--- src/logic/l2_cache_pkg.sv ---
package l2_cache_pkg;

    // geometry of the second-level cache
    // two ways of eight sets, 32-byte lines

    // byte address width seen on both ports
    localparam int l2_addr_bits = 32;

    // byte offset inside one line
    localparam int l2_offset_bits = 5;

    // set index, eight sets
    localparam int l2_index_bits = 3;

    // everything above index and offset
    localparam int l2_tag_bits = l2_addr_bits - l2_index_bits - l2_offset_bits;

    // whole line as traded with the upstream cache
    localparam int l2_line_bits = 256;

    // entries per way
    localparam int l2_num_sets = 1 << l2_index_bits;

    // byte address on upstream and downstream ports
    typedef logic [l2_addr_bits-1:0] l2_addr_t;

    // stored tag
    typedef logic [l2_tag_bits-1:0] l2_tag_t;

    // set select
    typedef logic [l2_index_bits-1:0] l2_index_t;

    // one cache line of data
    typedef logic [l2_line_bits-1:0] l2_line_t;

endpackage

--- src/logic/l2_way.sv ---
`timescale 1ns/100ps

module l2_way (
    input  logic                    clk,
    input  logic                    rst_n,
    // addressed set and compare tag
    input  l2_cache_pkg::l2_index_t index,
    input  l2_cache_pkg::l2_tag_t   tag,
    // write strobes for the addressed set
    input  logic                    load_line,
    input  logic                    load_valid,
    input  logic                    load_dirty,
    input  logic                    valid_in,
    input  logic                    dirty_in,
    input  l2_cache_pkg::l2_line_t  line_in,
    // lookup results
    output logic                    way_hit,
    output logic                    way_dirty,
    output l2_cache_pkg::l2_tag_t   way_tag,
    output l2_cache_pkg::l2_line_t  way_line
);

    import l2_cache_pkg::*;

    // storage for each set
    l2_tag_t                tag_arr  [l2_num_sets];
    l2_line_t               line_arr [l2_num_sets];
    logic [l2_num_sets-1:0] valid_arr;
    logic [l2_num_sets-1:0] dirty_arr;

    // valid and dirty cleared by reset
    always_ff @(posedge clk or negedge rst_n) begin
        if (!rst_n) begin
            valid_arr <= '0;
            dirty_arr <= '0;
        end else begin
            if (load_valid) begin
                valid_arr[index] <= valid_in;
            end
            if (load_dirty) begin
                dirty_arr[index] <= dirty_in;
            end
        end
    end

    // tag goes in with the line
    always_ff @(posedge clk) begin
        if (load_line) begin
            tag_arr[index]  <= tag;
            line_arr[index] <= line_in;
        end
    end

    // combinational read of the addressed entry
    assign way_tag   = tag_arr[index];
    assign way_line  = line_arr[index];
    assign way_dirty = dirty_arr[index];

    // valid folded into the compare
    assign way_hit = valid_arr[index] && (tag_arr[index] == tag);

endmodule

--- src/logic/l2_cache_control.sv ---
`timescale 1ns/100ps

module l2_cache_control (
    input  logic clk,
    input  logic rst_n,
    // upstream request levels
    input  logic mem_read,
    input  logic mem_write,
    output logic mem_resp,
    // physical memory strobes
    output logic pmem_read,
    output logic pmem_write,
    input  logic pmem_resp,
    // status from the datapath
    input  logic hit,
    input  logic dirty,
    // datapath control
    output logic load_line_data,
    output logic load_valid,
    output logic load_dirty,
    output logic load_lru,
    output logic line_datain_sel,
    output logic valid_in,
    output logic dirty_in,
    output logic way_sel_method,
    output logic address_sel,
    // miss indicator
    output logic if_miss
);

    typedef enum logic [2:0] {
        idle,
        ready,
        write_back,
        read_mem,
        read_mem2
    } l2_state_t;

    l2_state_t state;
    l2_state_t next_state;

    // per-state output decode
    always_comb begin
        // everything off unless a state asks for it
        mem_resp        = 1'b0;
        pmem_read       = 1'b0;
        pmem_write      = 1'b0;
        load_line_data  = 1'b0;
        load_valid      = 1'b0;
        load_dirty      = 1'b0;
        load_lru        = 1'b0;
        line_datain_sel = 1'b0;
        valid_in        = 1'b0;
        dirty_in        = 1'b0;
        way_sel_method  = 1'b0;
        address_sel     = 1'b0;
        if_miss         = 1'b0;
        case (state)
            ready: begin
                // hit path on the hit way
                mem_resp        = hit && (mem_read || mem_write);
                load_lru        = hit;
                // write hit stores upstream data and marks the line dirty
                line_datain_sel = 1'b1;
                load_line_data  = hit && mem_write;
                load_dirty      = hit && mem_write;
                dirty_in        = 1'b1;
            end
            write_back: begin
                // victim line out to memory at the victim address
                way_sel_method = 1'b1;
                address_sel    = 1'b1;
                pmem_write     = 1'b1;
                if_miss        = 1'b1;
            end
            read_mem: begin
                // fetch the requested line into the victim way
                way_sel_method = 1'b1;
                pmem_read      = 1'b1;
                // data and tag captured while pmem_rdata is valid
                load_line_data = pmem_resp;
            end
            read_mem2: begin
                // new line becomes valid and clean
                way_sel_method = 1'b1;
                load_valid     = 1'b1;
                valid_in       = 1'b1;
                load_dirty     = 1'b1;
                dirty_in       = 1'b0;
                if_miss        = 1'b1;
            end
            default: begin
            end
        endcase
    end

    // transitions
    always_comb begin
        next_state = state;
        case (state)
            idle: begin
                if (mem_read || mem_write) begin
                    next_state = ready;
                end
            end
            ready: begin
                // a hit finishes and a miss evicts or fills
                if (hit) begin
                    next_state = idle;
                end else if (dirty) begin
                    next_state = write_back;
                end else begin
                    next_state = read_mem;
                end
            end
            write_back: begin
                if (pmem_resp) begin
                    next_state = read_mem;
                end
            end
            read_mem: begin
                if (pmem_resp) begin
                    next_state = read_mem2;
                end
            end
            read_mem2: begin
                // retry the request so that it hits
                next_state = idle;
            end
            default: begin
                next_state = idle;
            end
        endcase
    end

    always_ff @(posedge clk or negedge rst_n) begin
        if (!rst_n) begin
            state <= idle;
        end else begin
            state <= next_state;
        end
    end

    // a response only follows a request already held one cycle earlier
    assert property (@(posedge clk) disable iff (!rst_n)
        mem_resp |-> $past(mem_read || mem_write));

    // a memory strobe keeps its direction until pmem_resp
    assert property (@(posedge clk) disable iff (!rst_n)
        (pmem_read || pmem_write) && !pmem_resp |=> $stable({pmem_read, pmem_write}));

endmodule

--- src/logic/l2_datapath.sv ---
`timescale 1ns/100ps

module l2_datapath (
    input  logic                   clk,
    input  logic                   rst_n,
    // upstream side
    input  l2_cache_pkg::l2_addr_t mem_address,
    input  l2_cache_pkg::l2_line_t mem_wdata,
    output l2_cache_pkg::l2_line_t mem_rdata,
    // downstream side
    input  l2_cache_pkg::l2_line_t pmem_rdata,
    output l2_cache_pkg::l2_line_t pmem_wdata,
    output l2_cache_pkg::l2_addr_t pmem_address,
    // control strobes
    input  logic                   load_line_data,
    input  logic                   load_valid,
    input  logic                   load_dirty,
    input  logic                   load_lru,
    input  logic                   line_datain_sel,
    input  logic                   valid_in,
    input  logic                   dirty_in,
    input  logic                   way_sel_method,
    input  logic                   address_sel,
    // status back to control
    output logic                   hit,
    output logic                   dirty
);

    import l2_cache_pkg::*;

    l2_index_t              index;
    l2_tag_t                tag;
    l2_line_t               line_in;
    logic [l2_num_sets-1:0] lru_bits;
    logic                   victim;
    logic                   sel_way;
    logic                   way0_hit;
    logic                   way1_hit;
    logic                   way0_dirty;
    logic                   way1_dirty;
    l2_tag_t                way0_tag;
    l2_tag_t                way1_tag;
    l2_line_t               way0_line;
    l2_line_t               way1_line;

    // address split
    assign index = mem_address[l2_offset_bits +: l2_index_bits];
    assign tag   = mem_address[l2_addr_bits-1 -: l2_tag_bits];

    // lru bit names the victim way of each set
    assign victim = lru_bits[index];

    // strobes go to the victim on a miss, to the hit way otherwise
    assign sel_way = way_sel_method ? victim : way1_hit;

    // fill data or upstream write data
    assign line_in = line_datain_sel ? mem_wdata : pmem_rdata;

    l2_way way0_i (
        .clk        (clk),
        .rst_n      (rst_n),
        .index      (index),
        .tag        (tag),
        .load_line  (load_line_data && !sel_way),
        .load_valid (load_valid && !sel_way),
        .load_dirty (load_dirty && !sel_way),
        .valid_in   (valid_in),
        .dirty_in   (dirty_in),
        .line_in    (line_in),
        .way_hit    (way0_hit),
        .way_dirty  (way0_dirty),
        .way_tag    (way0_tag),
        .way_line   (way0_line)
    );

    l2_way way1_i (
        .clk        (clk),
        .rst_n      (rst_n),
        .index      (index),
        .tag        (tag),
        .load_line  (load_line_data && sel_way),
        .load_valid (load_valid && sel_way),
        .load_dirty (load_dirty && sel_way),
        .valid_in   (valid_in),
        .dirty_in   (dirty_in),
        .line_in    (line_in),
        .way_hit    (way1_hit),
        .way_dirty  (way1_dirty),
        .way_tag    (way1_tag),
        .way_line   (way1_line)
    );

    // point at the way that did not hit
    always_ff @(posedge clk or negedge rst_n) begin
        if (!rst_n) begin
            lru_bits <= '0;
        end else if (load_lru) begin
            lru_bits[index] <= way0_hit;
        end
    end

    // results combined
    assign hit       = way0_hit || way1_hit;
    assign dirty     = victim ? way1_dirty : way0_dirty;
    assign mem_rdata = way1_hit ? way1_line : way0_line;

    // write-back data always comes from the victim
    assign pmem_wdata = victim ? way1_line : way0_line;

    // victim line address for write-back, request line otherwise
    assign pmem_address = address_sel ?
        {(victim ? way1_tag : way0_tag), index, {l2_offset_bits{1'b0}}} :
        {tag, index, {l2_offset_bits{1'b0}}};

    // a tag lives in at most one way of a set
    assert property (@(posedge clk) disable iff (!rst_n)
        !(way0_hit && way1_hit));

endmodule

--- src/logic/l2_cache.sv ---
`timescale 1ns/100ps

module l2_cache (
    input  logic                   clk,
    input  logic                   rst_n,
    // upstream cache port
    input  l2_cache_pkg::l2_addr_t mem_address,
    input  logic                   mem_read,
    input  logic                   mem_write,
    input  l2_cache_pkg::l2_line_t mem_wdata,
    output l2_cache_pkg::l2_line_t mem_rdata,
    output logic                   mem_resp,
    // physical memory port
    output l2_cache_pkg::l2_addr_t pmem_address,
    output l2_cache_pkg::l2_line_t pmem_wdata,
    input  l2_cache_pkg::l2_line_t pmem_rdata,
    output logic                   pmem_read,
    output logic                   pmem_write,
    input  logic                   pmem_resp,
    // high during write-back and fill
    output logic                   if_miss
);

    // control to datapath
    logic load_line_data;
    logic load_valid;
    logic load_dirty;
    logic load_lru;
    logic line_datain_sel;
    logic valid_in;
    logic dirty_in;
    logic way_sel_method;
    logic address_sel;

    // datapath to control
    logic hit;
    logic dirty;

    l2_cache_control control_i (
        .clk             (clk),
        .rst_n           (rst_n),
        .mem_read        (mem_read),
        .mem_write       (mem_write),
        .mem_resp        (mem_resp),
        .pmem_read       (pmem_read),
        .pmem_write      (pmem_write),
        .pmem_resp       (pmem_resp),
        .hit             (hit),
        .dirty           (dirty),
        .load_line_data  (load_line_data),
        .load_valid      (load_valid),
        .load_dirty      (load_dirty),
        .load_lru        (load_lru),
        .line_datain_sel (line_datain_sel),
        .valid_in        (valid_in),
        .dirty_in        (dirty_in),
        .way_sel_method  (way_sel_method),
        .address_sel     (address_sel),
        .if_miss         (if_miss)
    );

    l2_datapath datapath_i (
        .clk             (clk),
        .rst_n           (rst_n),
        .mem_address     (mem_address),
        .mem_wdata       (mem_wdata),
        .mem_rdata       (mem_rdata),
        .pmem_rdata      (pmem_rdata),
        .pmem_wdata      (pmem_wdata),
        .pmem_address    (pmem_address),
        .load_line_data  (load_line_data),
        .load_valid      (load_valid),
        .load_dirty      (load_dirty),
        .load_lru        (load_lru),
        .line_datain_sel (line_datain_sel),
        .valid_in        (valid_in),
        .dirty_in        (dirty_in),
        .way_sel_method  (way_sel_method),
        .address_sel     (address_sel),
        .hit             (hit),
        .dirty           (dirty)
    );

endmodule

--- config.mk ---
export PLATFORM = sky130hd
export DESIGN_NAME = l2_cache
export DESIGN_NICKNAME = d
export VERILOG_FILES = /design/src/logic/l2_cache_pkg.sv /design/src/logic/l2_way.sv /design/src/logic/l2_cache_control.sv /design/src/logic/l2_datapath.sv /design/src/logic/l2_cache.sv
export SDC_FILE = /design/constraint.sdc
export NUM_CORES = 2
export LEC_CHECK = 0
export BUFFER_PORTS_ARGS = -buffer_cell sky130_fd_sc_hd__buf_4
export CAP_MARGIN = 20
export CORE_MARGIN = 1
export CORE_UTILIZATION = 44
export DETAILED_ROUTE_END_ITERATION = 8
export SYNTH_ARGS = -nofsm -noshare
export SYNTH_HDL_FRONTEND = slang
export SYNTH_MEMORY_MAX_BITS = 65536
export SYNTH_SLANG_ARGS = --single-unit
export TNS_END_PERCENT = 1
--- constraint.sdc ---
create_clock -name clk -period 45.6 [get_ports clk]
set_clock_uncertainty 0.1 [all_clocks]
set_input_delay 9.12 -clock clk [delete_from_list [all_inputs] [get_ports clk]]
set_output_delay 9.12 -clock clk [all_outputs]
set_load 0.005 [all_outputs]
==> impl_metrics.ini <==
[grt]
grt_pass1_wl_mm = 768
antenna_found_initial = 24
overflow = 0
grt_pass1_vias = 103000
grt_max_degree = 153
grtUsageTotal_pct = 26.9

[pwr]
swShare_pct = 24.9
p_total_uw = 9910
p_int_uw = 7440
p_leak_uw = 0.0674
power_frac_clock_pct = 37.6
p_seq_share_pct = 50.5
cellPowerDensity_nw_per_um2 = 48.4
vdd_drop_max_uv = 65.2
switchingPower_uw = 2470
combPwrFrac_pct = 11.9

[setup_path]
critPathMaxFanout = 95
path_delay_family = buffers and inverters
startpoint_type = input pin
critPathArrivalTime_ps = 16570
slowest_stage = nor2b_4
end_kind = output pin
crit_type = in -> out
critical-path-max-stage-delay_ps = 900
critPathRequiredTime_ps = 36380
worst_path_most_repeated_cell = buf_4
crit_chain = buf_8 -> buf_4 -> buf_12 -> nor2b_4 -> a22oi_1 -> and3b_1 -> nor4_1 -> and3_1 -> and4_4 -> buf_4 -> buf_4 -> a21oi_1 -> buf_4
cp_num_buf_inv = 6

[clock_tree]
cts_setup_buffers = 0
post_cts_resize_count = 0
numCtsBuffers = 454
root_buffer = clkbuf_16
hold_buffers = 0
clk_latency_ps = 1030
cts_tree = done
path_clk_slew_ps = 60
clk_path_buf_depth = 4
cts.sinks = 4523
htreeDepth = 5

[hold_path]
min_path_type = reg -> reg

[detailed_routing]
wl_per_cell_um = 33.2
met3WireLength_mm = 49.5
dr.first_iter.drc_count = 12200
antenna_left = 0
vias = 105000
drt_wl_total_mm = 555
route.met2.wl_mm = 266
top_layer = met5
drc = 0
drt-vias-per-instance = 6.26
first_pass_iters = 6
wl_met1_mm = 218

[sta]
period_share_pct = 56.6
period_needed_ps = 25790
clock.fmax_ghz = 0.0388
finalHoldViolations = 0
slew_viol_final = 0
worst_pin_slew_ps = 1260
fin_setup_tns_ps = 0
rsz0062_at_grt = false
setup_viol = 0
maxSlewHeadroom_pct = 16.3

[placement]
gp_congestion = 0.812
dp.final_hpwl_mm = 300
dp_cells = 15900
io_buffers = 1086

[floorplan]
rows = 231
fp.dieW_um = 633
die_y_um = 633
die-area_um2 = 401000
start_util_pct = 44.2
boundaryPins = 1097
core_um2 = 396000

[yosys]
avgSynthCellArea_um2 = 17.5
synth_area_um2 = 175000
synth_top_area_share_pct = 76.8
synth_area_leader_cell = edfxtp_1
synth_warnings = 0
ys_ff_latch = 4523
syn-instance-count = 10000
ys_seq_area_share_pct = 77.4
synth_edf_count = 4480
synthArstFlopShare_pct = 0.951
yosysUniqueCellTypes = 64
synthFlopType = edfxtp_1
yosys-top-cells-area = edfxtp_1 77%, a22oi_1 3.6%, mux2_2 2.8%

[flow_run]
max_cap_viol_count = 0

[final_layout]
regArea_um2 = 136000
multiInputGateArea_um2 = 37100
drive_above_1_share_pct = 23.2
n_fill_cell = 31700
final_nets = 11700
final_cell_count_no_fill = 16700
area_delta_synth_final_pct = 16.8

[run_status]
status = completed
## kinds of logic (layout without fill, tap and decap cells)
group	count (synthesis)	after routing	synth area share, %
flops	4523	4523	77.4
buf+inv	695	2163	1.65
mux	1087	1087	8.10
xor+xnor	35	35	0.175
compound gates	2355	2355	9.29
other cells	1	12	0.00214
simple gates	1324	1324	3.41
## area by class of cell
type | instances | area share (%)
clock buffers | 538 | 5.71
multi-input cells | 4806 | 18.1
repair buffers | 1312 | 5.04
flip-flops and latches | 4523 | 66.3
well taps | 5242 | 3.20
inverters | 16 | 0.0355
clock inverters | 297 | 1.62
diodes | 7 | 0.00856
## final timing paths
check / startpoint / endpoint / slack, ps / cells after the start
hold reg to reg: datapath_i.way1_i.valid_arr[4] / datapath_i.way1_i.valid_arr[4] / 370 / 1
hold / removal: datapath_i.way1_i.valid_arr[4] / datapath_i.way1_i.valid_arr[4] / 370 / 1
setup / recovery: mem_address[6] / mem_rdata[168] / 19810 / 13
setup reg to reg: datapath_i.way1_i.tag_arr[4][14] / datapath_i.way0_i.line_arr[6][177] / 37780 / 14
min in group asynchronous: rst_n / datapath_i.lru_bits[5] / 8020 / 1
max in group asynchronous: rst_n / datapath_i.way1_i.dirty_arr[4] / 36990 / 1
## through the flow
stage          cell area [um^2]  hold slack (ps)  utilization [%]  setup WS (ps)
6_report                 205000              369             51.6          19810
3_5_place_dp             190000              351             47.9          19900
2_1_floorplan            175000              334                -          12260
3_3_place_gp             190000              353             47.9          19970
5_1_grt                  205000              386             51.6          19640
4_1_cts                  205000              370             51.6          19860
## power by group through the flow
stage / sequential, uW / combinational, uW / clock [uW]
after floorplan: 5130 / 611 / 0
after CTS: 5010 / 1180 / 3770
after global routing: 5010 / 1250 / 3920
after detailed placement: 5090 / 1180 / 0
final: 5010 / 1180 / 3730
after global placement: 5090 / 1130 / 0
## cells in the final DEF, fill, tap and decap left out, drive strengths merged, types with 227 or more instances in the layout
master,netlist,final
edfxtp,4480,4480
buf,283,1312
a22oi,841,841
a21oi,691,691
nor2,652,652
clkbuf,396,538
mux2,440,440
mux2i,427,427
a221oi,356,356
nand2,240,240
clkinv,0,227
## synth_stat cells (9+ instances only)
| master | number |
|---|---|
| and2_1 | 24 |
| mux2i_1 | 426 |
| or2_2 | 9 |
| a21boi_0 | 12 |
| buf_4 | 13 |
| a22o_1 | 67 |
| buf_1 | 108 |
| nand4_1 | 78 |
| xor2_1 | 11 |
| o21bai_1 | 11 |
| inv_1 | 15 |
| mux4_2 | 220 |
| buf_2 | 158 |
| nor2_1 | 652 |
| edfxtp_1 | 4480 |
| dfrtp_1 | 43 |
| nand3_1 | 31 |
| a31oi_1 | 11 |
| a22oi_1 | 841 |
| xnor2_1 | 24 |
| a222oi_1 | 28 |
| nor3_1 | 154 |
| a21oi_1 | 691 |
| a211oi_1 | 45 |
| clkbuf_1 | 396 |
| and3_1 | 45 |
| a221oi_1 | 356 |
| o22ai_1 | 85 |
| and4_1 | 45 |
| a221o_1 | 45 |
| nand2_1 | 240 |
| o21ai_0 | 121 |
| mux2_2 | 440 |
## metal layers
layer  GRT usage, %  vias up
li1               -    43100
met1           37.0    55000
met2           44.2     5777
met3           3.51      984
met4           9.64        6
met5              0        -
## flip-flops by register name, indices dropped and copies added, names as in the netlist, 8 cells and up
signal / count
datapath_i.way0_i.line_arr: 2048
datapath_i.lru_bits: 8
datapath_i.way0_i.valid_arr: 8
datapath_i.way1_i.valid_arr: 8
datapath_i.way1_i.line_arr: 2048
datapath_i.way1_i.dirty_arr: 8
datapath_i.way0_i.dirty_arr: 8
datapath_i.way1_i.tag_arr: 192
datapath_i.way0_i.tag_arr: 192
Note: power is estimated with default switching activity, not from simulation.
